--- src/hw/execute_params.svh ---
`ifndef EXECUTE_PARAMS_SVH
`define EXECUTE_PARAMS_SVH

//////////////////////////////////////////////////
// Cluster sizing
//////////////////////////////////////////////////

// Parallel execute lanes per issue group
`define EX_LANES 2

// Data and address width
`define EX_XLEN 32

`endif

--- src/hw/execute_pkg.sv ---
package execute_pkg;

  // ALU result select
  typedef enum logic [3:0] {
    alu_add    = 4'd0,
    alu_sub    = 4'd1,
    alu_and    = 4'd2,
    alu_or     = 4'd3,
    alu_xor    = 4'd4,
    alu_sll    = 4'd5,
    alu_srl    = 4'd6,
    alu_sra    = 4'd7,
    alu_slt    = 4'd8,
    alu_sltu   = 4'd9,
    alu_pass_b = 4'd10,
    alu_link   = 4'd11
  } alu_op_e;

  // CSR update form, same code as funct3
  typedef enum logic [2:0] {
    csr_none = 3'b000,
    csr_rw   = 3'b001,
    csr_rs   = 3'b010,
    csr_rc   = 3'b011,
    csr_rwi  = 3'b101,
    csr_rsi  = 3'b110,
    csr_rci  = 3'b111
  } csr_op_e;

  // RV32I major opcodes handled here
  typedef enum logic [6:0] {
    opc_op     = 7'b0110011,
    opc_op_imm = 7'b0010011,
    opc_lui    = 7'b0110111,
    opc_auipc  = 7'b0010111,
    opc_jal    = 7'b1101111,
    opc_jalr   = 7'b1100111,
    opc_system = 7'b1110011
  } rv_opcode_e;

endpackage

--- src/hw/execute_if.sv ---
`timescale 1ns/10ps
`include "execute_params.svh"

//////////////////////////////////////////////////
// Decoder to lane
//////////////////////////////////////////////////

interface ex_ctrl_if;
  import execute_pkg::*;

  // Group strobe, one cycle
  logic valid;
  alu_op_e alu_op;
  csr_op_e csr_op;
  // Operands
  logic [`EX_XLEN-1:0] a;
  logic [`EX_XLEN-1:0] b;
  // Lane's own pc, already offset by lane index
  logic [`EX_XLEN-1:0] pc;
  logic [`EX_XLEN-1:0] csr_in;

  modport dec (output valid, alu_op, csr_op, a, b, pc, csr_in);
  modport lane (input valid, alu_op, csr_op, a, b, pc, csr_in);
endinterface

//////////////////////////////////////////////////
// Lane to collector
//////////////////////////////////////////////////

interface ex_res_if;
  // Strobe aligned with the data
  logic valid;
  logic [`EX_XLEN-1:0] res;
  // Signed less-than flag for later branch logic
  logic lt;
  // New CSR value, reported only
  logic [`EX_XLEN-1:0] csr_res;

  modport lane (output valid, res, lt, csr_res);
  modport col (input valid, res, lt, csr_res);
endinterface

--- src/hw/alu.sv ---
`timescale 1ns/10ps
`include "execute_params.svh"

module alu (
  input  logic [`EX_XLEN-1:0] a,
  input  logic [`EX_XLEN-1:0] b,
  input  logic [`EX_XLEN-1:0] pc,
  input  execute_pkg::alu_op_e alu_op,
  input  execute_pkg::csr_op_e csr_op,
  input  logic [`EX_XLEN-1:0] csr_in,
  output logic [`EX_XLEN-1:0] res,
  output logic                lt,
  output logic [`EX_XLEN-1:0] csr_res
);
  import execute_pkg::*;

  logic [4:0] shamt;
  logic       lt_u;

  assign shamt = b[4:0];
  assign lt    = $signed(a) < $signed(b);
  assign lt_u  = a < b;

  //////////////////////////////////////////////////
  // Main result
  //////////////////////////////////////////////////

  always_comb begin
    case (alu_op)
      alu_add:    res = a + b;
      // Wraps modulo 2^32
      alu_sub:    res = a - b;
      alu_and:    res = a & b;
      alu_or:     res = a | b;
      alu_xor:    res = a ^ b;
      alu_sll:    res = a << shamt;
      alu_srl:    res = a >> shamt;
      // Sign bit fills from the left
      alu_sra:    res = $unsigned($signed(a) >>> shamt);
      alu_slt:    res = {{(`EX_XLEN-1){1'b0}}, lt};
      alu_sltu:   res = {{(`EX_XLEN-1){1'b0}}, lt_u};
      // LUI, AUIPC with pc already added
      alu_pass_b: res = b;
      // 32-bit encodings only, step is always 4
      alu_link:   res = pc + `EX_XLEN'(4);
      default:    res = '0;
    endcase
  end

  //////////////////////////////////////////////////
  // CSR new value
  //////////////////////////////////////////////////

  always_comb begin
    case (csr_op)
      // Register forms take a
      csr_rw:  csr_res = a;
      csr_rs:  csr_res = csr_in | a;
      csr_rc:  csr_res = csr_in & ~a;
      // Immediate forms take zimm on b
      csr_rwi: csr_res = b;
      csr_rsi: csr_res = csr_in | b;
      csr_rci: csr_res = csr_in & ~b;
      default: csr_res = '0;
    endcase
  end

endmodule

--- src/hw/execute_lane.sv ---
`timescale 1ns/10ps
`include "execute_params.svh"

module execute_lane (
  input  logic   clk,
  input  logic   rst,
  ex_ctrl_if.lane ctrl,
  ex_res_if.lane  result
);

  // Raw ALU outputs
  logic [`EX_XLEN-1:0] alu_res;
  logic                alu_lt;
  logic [`EX_XLEN-1:0] alu_csr;

  alu u_alu (
    .a       (ctrl.a),
    .b       (ctrl.b),
    .pc      (ctrl.pc),
    .alu_op  (ctrl.alu_op),
    .csr_op  (ctrl.csr_op),
    .csr_in  (ctrl.csr_in),
    .res     (alu_res),
    .lt      (alu_lt),
    .csr_res (alu_csr)
  );

  // Stage boundary, new group every cycle
  always_ff @(posedge clk) begin
    if (rst) begin
      result.valid   <= 1'b0;
      result.res     <= '0;
      result.lt      <= 1'b0;
      result.csr_res <= '0;
    end else begin
      result.valid   <= ctrl.valid;
      result.res     <= alu_res;
      result.lt      <= alu_lt;
      result.csr_res <= alu_csr;
    end
  end

endmodule

--- src/hw/issue_decode.sv ---
`timescale 1ns/10ps
`include "execute_params.svh"

module issue_decode (
  input  logic                                clk,
  input  logic                                rst,
  input  logic                                in_valid,
  input  logic [`EX_LANES-1:0][31:0]          inst,
  input  logic [`EX_LANES-1:0][`EX_XLEN-1:0]  rs1_val,
  input  logic [`EX_LANES-1:0][`EX_XLEN-1:0]  rs2_val,
  input  logic [`EX_XLEN-1:0]                 pc,
  input  logic [`EX_LANES-1:0][`EX_XLEN-1:0]  csr_in,
  ex_ctrl_if.dec                              ctrl [`EX_LANES]
);
  import execute_pkg::*;

  // funct3 to ALU op, alt picks sub or sra
  function automatic alu_op_e f3_to_alu(input logic [2:0] f3, input logic alt);
    alu_op_e op;
    case (f3)
      3'b000:  op = alt ? alu_sub : alu_add;
      3'b001:  op = alu_sll;
      3'b010:  op = alu_slt;
      3'b011:  op = alu_sltu;
      3'b100:  op = alu_xor;
      3'b101:  op = alt ? alu_sra : alu_srl;
      3'b110:  op = alu_or;
      default: op = alu_and;
    endcase
    return op;
  endfunction

  for (genvar i = 0; i < `EX_LANES; i++) begin : g_dec
    rv_opcode_e          opc;
    logic [2:0]          funct3;
    logic                f7b5;
    logic [`EX_XLEN-1:0] imm_i;
    logic [`EX_XLEN-1:0] imm_u;
    logic [`EX_XLEN-1:0] zimm;
    logic [`EX_XLEN-1:0] lane_pc;
    alu_op_e             dec_alu;
    csr_op_e             dec_csr;
    logic [`EX_XLEN-1:0] dec_a;
    logic [`EX_XLEN-1:0] dec_b;

    // Field extraction
    assign opc    = rv_opcode_e'(inst[i][6:0]);
    assign funct3 = inst[i][14:12];
    assign f7b5   = inst[i][30];
    assign imm_i  = {{20{inst[i][31]}}, inst[i][31:20]};
    assign imm_u  = {inst[i][31:12], 12'b0};
    // rs1 field as unsigned CSR immediate
    assign zimm   = {27'b0, inst[i][19:15]};
    // Lane i sits 4*i bytes past the group pc
    assign lane_pc = pc + `EX_XLEN'(4 * i);

    always_comb begin
      // Unknown encodings give a zero result
      dec_alu = alu_add;
      dec_csr = csr_none;
      dec_a   = '0;
      dec_b   = '0;
      case (opc)
        opc_op: begin
          dec_alu = f3_to_alu(funct3, f7b5);
          dec_a   = rs1_val[i];
          dec_b   = rs2_val[i];
        end
        opc_op_imm: begin
          // No subi, alt bit only matters for shifts
          dec_alu = f3_to_alu(funct3, f7b5 && (funct3 == 3'b101));
          dec_a   = rs1_val[i];
          dec_b   = imm_i;
        end
        opc_lui: begin
          dec_alu = alu_pass_b;
          dec_b   = imm_u;
        end
        opc_auipc: begin
          // Full pc folded into b here
          dec_alu = alu_pass_b;
          dec_b   = imm_u + lane_pc;
        end
        opc_jal, opc_jalr: begin
          // Link only, target is not computed here
          dec_alu = alu_link;
          dec_a   = rs1_val[i];
          dec_b   = imm_i;
        end
        opc_system: begin
          // funct3 000 and 100 are not CSR forms
          if (funct3[1:0] != 2'b00) begin
            dec_alu = alu_pass_b;
            dec_csr = csr_op_e'(funct3);
            dec_a   = rs1_val[i];
            dec_b   = funct3[2] ? zimm : rs2_val[i];
          end
        end
        default: ;
      endcase
    end

    // Stage register toward the lane
    always_ff @(posedge clk) begin
      if (rst) begin
        ctrl[i].valid  <= 1'b0;
        ctrl[i].alu_op <= alu_add;
        ctrl[i].csr_op <= csr_none;
        ctrl[i].a      <= '0;
        ctrl[i].b      <= '0;
        ctrl[i].pc     <= '0;
        ctrl[i].csr_in <= '0;
      end else begin
        ctrl[i].valid  <= in_valid;
        ctrl[i].alu_op <= dec_alu;
        ctrl[i].csr_op <= dec_csr;
        ctrl[i].a      <= dec_a;
        ctrl[i].b      <= dec_b;
        ctrl[i].pc     <= lane_pc;
        ctrl[i].csr_in <= csr_in[i];
      end
    end
  end

endmodule

--- src/hw/result_collect.sv ---
`timescale 1ns/10ps
`include "execute_params.svh"

module result_collect (
  input  logic                               clk,
  input  logic                               rst,
  ex_res_if.col                              result [`EX_LANES],
  output logic                               out_valid,
  output logic [`EX_LANES-1:0][`EX_XLEN-1:0] res,
  output logic [`EX_LANES-1:0]               lt,
  output logic [`EX_LANES-1:0][`EX_XLEN-1:0] csr_res
);

  // Lane results gathered into plain arrays
  logic [`EX_XLEN-1:0] lane_res [`EX_LANES];
  logic                lane_lt  [`EX_LANES];
  logic [`EX_XLEN-1:0] lane_csr [`EX_LANES];

  for (genvar i = 0; i < `EX_LANES; i++) begin : g_gather
    assign lane_res[i] = result[i].res;
    assign lane_lt[i]  = result[i].lt;
    assign lane_csr[i] = result[i].csr_res;
  end

  //////////////////////////////////////////////////
  // Output group register
  //////////////////////////////////////////////////

  always_ff @(posedge clk) begin
    if (rst) begin
      out_valid <= 1'b0;
      res       <= '0;
      lt        <= '0;
      csr_res   <= '0;
    end else begin
      // Lanes run in lockstep, lane 0 speaks for all
      out_valid <= result[0].valid;
      for (int k = 0; k < `EX_LANES; k++) begin
        res[k]     <= lane_res[k];
        lt[k]      <= lane_lt[k];
        csr_res[k] <= lane_csr[k];
      end
    end
  end

endmodule

--- src/hw/execute_cluster.sv ---
`timescale 1ns/10ps
`include "execute_params.svh"

module execute_cluster (
  input  logic                               clk,
  input  logic                               rst,
  input  logic                               in_valid,
  input  logic [`EX_LANES-1:0][31:0]         inst,
  input  logic [`EX_LANES-1:0][`EX_XLEN-1:0] rs1_val,
  input  logic [`EX_LANES-1:0][`EX_XLEN-1:0] rs2_val,
  input  logic [`EX_XLEN-1:0]                pc,
  input  logic [`EX_LANES-1:0][`EX_XLEN-1:0] csr_in,
  output logic                               out_valid,
  output logic [`EX_LANES-1:0][`EX_XLEN-1:0] res,
  output logic [`EX_LANES-1:0]               lt,
  output logic [`EX_LANES-1:0][`EX_XLEN-1:0] csr_res
);

  // Per-lane buses between stages
  ex_ctrl_if ctrl_bus [`EX_LANES] ();
  ex_res_if  res_bus  [`EX_LANES] ();

  // Stage 1, decode and operand select
  issue_decode u_decode (
    .clk      (clk),
    .rst      (rst),
    .in_valid (in_valid),
    .inst     (inst),
    .rs1_val  (rs1_val),
    .rs2_val  (rs2_val),
    .pc       (pc),
    .csr_in   (csr_in),
    .ctrl     (ctrl_bus)
  );

  // Stage 2, one ALU per lane
  for (genvar i = 0; i < `EX_LANES; i++) begin : g_lane
    execute_lane u_lane (
      .clk    (clk),
      .rst    (rst),
      .ctrl   (ctrl_bus[i]),
      .result (res_bus[i])
    );
  end

  // Stage 3, output group
  result_collect u_collect (
    .clk       (clk),
    .rst       (rst),
    .result    (res_bus),
    .out_valid (out_valid),
    .res       (res),
    .lt        (lt),
    .csr_res   (csr_res)
  );

endmodule

--- config.mk ---
export PLATFORM = sky130hd
export DESIGN_NAME = execute_cluster
export DESIGN_NICKNAME = d
export VERILOG_FILES = /design/src/hw/execute_pkg.sv /design/src/hw/execute_if.sv /design/src/hw/alu.sv /design/src/hw/execute_lane.sv /design/src/hw/issue_decode.sv /design/src/hw/result_collect.sv /design/src/hw/execute_cluster.sv
export VERILOG_INCLUDE_DIRS = /design/src /design/src/hw
export SDC_FILE = /design/constraint.sdc
export NUM_CORES = 2
export LEC_CHECK = 0
export BUFFER_PORTS_ARGS = -buffer_cell sky130_fd_sc_hd__buf_2
export CORE_MARGIN = 8
export CORE_UTILIZATION = 50
export CTS_CLUSTER_DIAMETER = 50
export DETAILED_ROUTE_END_ITERATION = 10
export PLACE_DENSITY = 0.7
export SYNTH_ARGS = -nofsm -noshare
export SYNTH_HDL_FRONTEND = slang
export SYNTH_SLANG_ARGS = --single-unit
--- constraint.sdc ---
create_clock -name clk -period 8 [get_ports clk]
set_input_delay 0.4 -clock clk [delete_from_list [all_inputs] [get_ports clk]]
set_output_delay 0.4 -clock clk [all_outputs]
set_load 0.02 [all_outputs]
After elaboration in Yosys (flattened, before gate mapping). Index checks and enable logic that the tools add are counted.

Register bits: 533. Word-level logic and storage cells: 175.

Add/sub/neg operators: 9. $lt $le $gt $ge: 4. Equal/unequal tests: 60. Shift operators: 6. Multiplexer cells: 30. Bitwise operators: 22. Reduce and logical (&&, ||, !) cells: 18.

Operators by type and width (number): $pmux 32 s12 (2); $pmux 32 s6 (2); $pmux 32 s5 (2); $and 32x32->32 (6); $mux 32 (6); $or 32x32->32 (6); $add 32x32->32 (4); $lt 32x32->1 (4); $not 32->32 (4); $pmux 32 s2 (2); $pmux 4 s7 (4); $add 32x3->32 const B (3); $shl 32x5->32 (2); $shr 32x5->32 (2); $sshr 32x5->32 (2); $sub 32x32->32 (2); $xor 32x32->32 (2); $eq 7x7->1 const B (6); $pmux 4 s5 (2); $eq 3x3->1 const B (12); $eq 4x3->1 const B (8); $eq 4x4->1 const B (8); $eq 7x5->1 const B (4); $eq 7x6->1 const B (4); other kinds (14) (50).

Logic depth before layout (Yosys ltp).
Depth in word-level cells: 5. Gate-level depth with buffers: 17.

Hierarchy. A second synthesis with hierarchy kept.

Cell total of the unflattened synthesis: 4827. Area total of the unflattened synthesis: 38537.0 sq um.

Modules (own cells, without submodules): issue_decode (instances 1, cells each 1126, area an instance 11029.3 sq um); alu at g_lane[0].u_lane.u_alu (instances 1, cells each 1584, area an instance 10246.1 sq um); alu at g_lane[1].u_lane.u_alu (instances 1, cells each 1563, area an instance 10153.5 sq um); execute_lane (instances 2, cells each 139, area an instance 1796.7 sq um); result_collect (instances 1, cells each 276, area an instance 3514.6 sq um).

Worst setup path after synthesis. OpenSTA, ideal clock, no wires.

Path kind: register -> register. Start point: register u_decode.ctrl[0].b[2]. End point: register g_lane[0].u_lane.result.res[30]. Library setup time: 0.124 ns. Data arrival time: 3.668 ns. Required time: 7.876 ns. Setup slack: 4.208 ns. Cell stages (with the launch flop): 15. Buffers on the path: 3. Period minus slack after synthesis: 3.792 ns. Cells stage by stage: dfxtp_1 buf_2 inv_1 buf_1 clkbuf_1 ha_1 a211oi_2 o21ai_1 a41o_1 a221o_1 o31ai_4 o221ai_2 a2111o_1 o21ai_1 nand3_1.

Word-level cells in the longest chain between the ends: 2.

RTL lines: from (decl) (RTL line execute_if.sv:22) `modport dec (output valid, alu_op, csr_op, a, b, pc, csr_in);`; from (signal assigned) (RTL line issue_decode.sv:110) `ctrl[i].b <= '0;`; from (signal assigned) (RTL line issue_decode.sv:118) `ctrl[i].b <= dec_b;`; $sub 32x32->32, or another cell as far along (RTL line alu.sv:32) `alu_sub: res = a - b;`; $pmux 32 s12 (*) (RTL line alu.sv:29) `case (alu_op)`; to (signal assigned) (RTL line execute_lane.sv:37) `result.res <= alu_res;`; to (decl) (RTL line execute_if.sv:39) `modport lane (output valid, res, lt, csr_res);`.

Every way passes the cells marked *; elsewhere a longest branch is shown, timed or not. A chain may end at the register's enable or synchronous reset.

Final worst setup path.
Start point: register u_decode.ctrl[1].b[2]. End point: register g_lane[1].u_lane.result.res[30].

Word-level cells in the longest chain between the ends: 2.

RTL lines (RTL line): from (decl) (execute_if.sv:22); from (signal assigned) (issue_decode.sv:110); from (signal assigned) (issue_decode.sv:118); $sub 32x32->32, or another cell as far along (alu.sv:32); $pmux 32 s12 (*) (alu.sv:29); to (signal assigned) (execute_lane.sv:37); to (decl) (execute_if.sv:39).

Marks and branches as above.

==> out/metrics.yaml <==
grt:
  grt_pass1_vias: 37542
  grt-ovfl-total: 0
  antenna_found_initial: 7
  grt_max_degree: 108
  grt_pass1_wl_um: 250000
  grt_usage_pct: 38.2
setup_path:
  critical_path.cell_chain: "clkinv_1 -> buf_4 -> ha_1 -> o21bai_1 -> a21oi_1 -> o21ai_0 -> a31oi_1 -> a31oi_1 -> a21oi_1 -> o21ai_0 -> mux2i_1 -> a31oi_1"
  cp.arrival_ps: 5270
  cp-end-kind: "flip-flop"
  cp_top_family: "compound AO/OA/AOI/OAI gates"
  startpoint_type: "flip-flop"
  crit_type: "flip-flop to flip-flop"
  rr_worst_depth: 12
  path_max_fanout: 37
  ff2ff_setup_slack_ps: 3240
  r2r_start: "u_decode.ctrl[1].b[2]$_SDFF_PP0_"
  crit_required_ps: 8500
  crit_top_cell: "a31oi_1"
  crit_slowest_cell: "dfxtp_2"
  critPathBufInv: 2
  r2r-end: "g_lane[1].u_lane.result.res[30]$_SDFF_PP0_"
  critPathMaxStageDelay_ps: 750
floorplan:
  pin_count: 422
  initial_core_util_pct: 50.4
  row_count: 101
  fp.dieW_um: 292
  die_y_um: 292
  die_area_mm2: 0.0854
  core_mm2: 0.0757
sta:
  fin_crit_ps: 4760
  worst_pin_slew_ps: 1190
  finalHoldViolCount: 0
  fin_worst_skew_ps: 23.4
  tns_ps: 0
  setup_violations: 0
  max_freq_ghz: 0.210
  finalCritPeriodShare_pct: 59.5
  relSlewSlack_pct: 20.5
  rsz0062_at_grt: "no"
  slew_violations: 0
power_and_ir_drop:
  p_per_area_mw_per_mm2: 141
  p_switching_mw: 1.61
  p_comb_share_pct: 10.2
  p_leak_nw: 17.0
  peakVddDrop_uv: 168
  switching_share_pct: 25.9
  pwr-share-clk_pct: 45.9
  p_int_mw: 4.61
  seqPwrFrac_pct: 43.9
  p_total_mw: 6.22
clock_network:
  clk-insertion-delay-late_ps: 650
  cts_sinks: 531
  cts_resized: 0
  numCtsBuffers: 58
  post-cts-setup-buffer-count: 0
  postCtsHoldBufs: 128
  htree_levels: 2
  clk_path_buf_depth: 3
  path_clk_slew_ps: 60
  cts_tree: "built"
  clockRootBuffer: "clkbuf_16"
finish:
  nNetsFinal: 5662
  post-route-util_pct: 58.2
  final_cell_mix: "nor2_1 (540), dfxtp_1 (520), buf_2 (410), a21oi_1 (375), nand2_1 (355)"
  final_cells: 6156
  mostFrequentLayoutCell: "nor2_1"
  syn_to_final_growth_pct: 15.5
  layout-drive-gt1-share_pct: 14.9
  final_cell_area_mm2: 0.0441
synth:
  async_flop_share_pct: 0
  syn-num-nets: 5336
  synth_top_cell_area_share_pct: 27.9
  synth_ff_type: "dfxtp_1"
  avgSynthCellArea_um2: 7.95
  synth.top_cells.by_area: "dfxtp_1 (28%), ha_1 (7.8%), nor2_1 (5.3%), a21oi_1 (4.9%), mux2i_1 (4.9%)"
  mappedNetlistArea_mm2: 0.0382
  ys_seq_area_share_pct: 27.9
  yosys_warnings: 0
  ys_types: 87
  synth_edf_count: 0
  synth_cells: 4800
  yosys.area.top_type: "dfxtp_1"
  synth-seq-cells: 531
placement:
  dpl.cell_count: 5916
  gp_congestion: 1.06
  place_area_mm2: 0.0407
  numPortBuffers: 411
  dp_hpwl_um: 130000
detailed_routing:
  drt_iter0_markers: 5255
  drcViolationCount: 0
  dr.pass1.iters: 9
  ant_nets: 0
  num_vias: 40048
  vias_per_cell: 6.51
  finalWirelength_um: 172000
  wl_per_cell_um: 28.0
hold_path:
  min_to: "u_decode.ctrl[0].b[3]$_SDFF_PP0_"
  holdCritStartpoint: "rs2_val[3]"
  holdPathStages: 3
  hp-class: "primary input to flip-flop"
status:
  status: "completed"
job:
  drv_cap: 0
## per-stage QoR
stage | hold slack, ps | worst slack, ps
3_5_place_dp | 420 | 3570
5_1_grt | 27.9 | 3220
6_report | 18.4 | 3240
3_3_place_gp | 415 | 3570
4_1_cts | 0.314 | 3550
2_1_floorplan | 414 | 4210
## per-layer routing
metal | vias to the layer above | global-route usage, % | wire [um]
met5 | - | 0 | 45
met4 | 6 | 24.0 | 13200
met3 | 535 | 7.50 | 17400
met2 | 2525 | 60.2 | 75900
met1 | 19048 | 47.7 | 66000
li1 | 17934 | - | -
## cells in the mapped netlist, types with 32 or more instances
library cell  count
a211oi_1         55
a21o_1           41
a21oi_1         376
a221oi_1         86
a22oi_1          54
a31oi_1          86
and2_1           87
buf_1            39
buf_2            45
clkbuf_1        252
dfxtp_1         531
ha_1            239
inv_1           221
mux2_2           39
mux2i_1         185
mux4_2           74
nand2_1         355
nand2b_1         32
nand3_1          92
nand4_1          39
nor2_1          543
nor2b_1         267
nor3_1           88
o211ai_1         63
o21ai_0         258
o21bai_1         39
or3_1            35
xnor2_1          82
xor2_1           52
## state kept, by name (all words and copies together) (netlist names)
name,count
g_lane.u_lane.result.csr_res,64
g_lane.u_lane.result.res,64
u_collect.csr_res,64
u_collect.res,64
u_decode.ctrl.a,64
u_decode.ctrl.b,64
u_decode.ctrl.csr_in,64
u_decode.ctrl.pc,62
u_decode.ctrl.alu_op,8
u_decode.ctrl.csr_op,6
g_lane.u_lane.result.lt,2
u_collect.lt,2
g_lane.u_lane.result.valid,1
u_collect.out_valid,1
u_decode.ctrl.valid,1
## worst register-to-register path: stages, from the launching register on
cell and delay [ps]:
dfxtp_2 750, clkinv_1 140, buf_4 330, ha_1 450
o21bai_1 190, a21oi_1 170, o21ai_0 570, a31oi_1 370
a31oi_1 680, a21oi_1 260, o21ai_0 290, mux2i_1 260
a31oi_1 160
## worst max-delay path by stage
| stage | from | to | cells past startpoint |
|---|---|---|---|
| final | u_decode.ctrl[1].b[2]$_SDFF_PP0_ | g_lane[1].u_lane.result.res[30]$_SDFF_PP0_ | 12 |
| after global routing | u_decode.ctrl[1].b[2]$_SDFF_PP0_ | g_lane[1].u_lane.result.res[27]$_SDFF_PP0_ | 12 |
| after CTS | u_decode.ctrl[1].b[2]$_SDFF_PP0_ | g_lane[1].u_lane.result.res[30]$_SDFF_PP0_ | 12 |
| after detailed placement | u_decode.ctrl[1].b[2]$_SDFF_PP0_ | g_lane[1].u_lane.result.res[30]$_SDFF_PP0_ | 12 |
| after global placement | u_decode.ctrl[1].b[2]$_SDFF_PP0_ | g_lane[1].u_lane.result.res[30]$_SDFF_PP0_ | 12 |
| after floorplan | u_decode.ctrl[0].b[2]$_SDFF_PP0_ | g_lane[0].u_lane.result.res[30]$_SDFF_PP0_ | 14 |
## area by class of cell
| cell class | instances | area [um2] |
|---|---|---|
| Clock inverter | 28 | 387 |
| Antenna cell | 3 | 7.51 |
| Tap cell | 978 | 1220 |
| Multi-Input combinational cell | 3701 | 25400 |
| Timing Repair Buffer | 610 | 3880 |
| Clock buffer | 81 | 1720 |
| Inverter | 224 | 841 |
| Sequential cell | 531 | 10700 |
| Fill cell | 6914 | 31600 |
## power groups by stage
| stage | sequential (mW) | clock, mW | combinational [mW] |
|---|---|---|---|
| CTS | 2.73 | 2.89 | 0.616 |
| floorplan | 2.77 | 0 | 0.334 |
| global placement | 2.79 | 0 | 0.559 |
| finish | 2.73 | 2.86 | 0.635 |
| detailed placement | 2.79 | 0 | 0.563 |
| global route | 2.73 | 3.00 | 0.675 |
## cell families after synthesis
logic type	share of synthesized area, %
xor+xnor	3.08
fa+ha+maj	8.15
compound gates	23.8
flops	27.9
mux	10.4
buf+inv	5.82
simple gates	20.9
(Power assumes the default switching activity.)
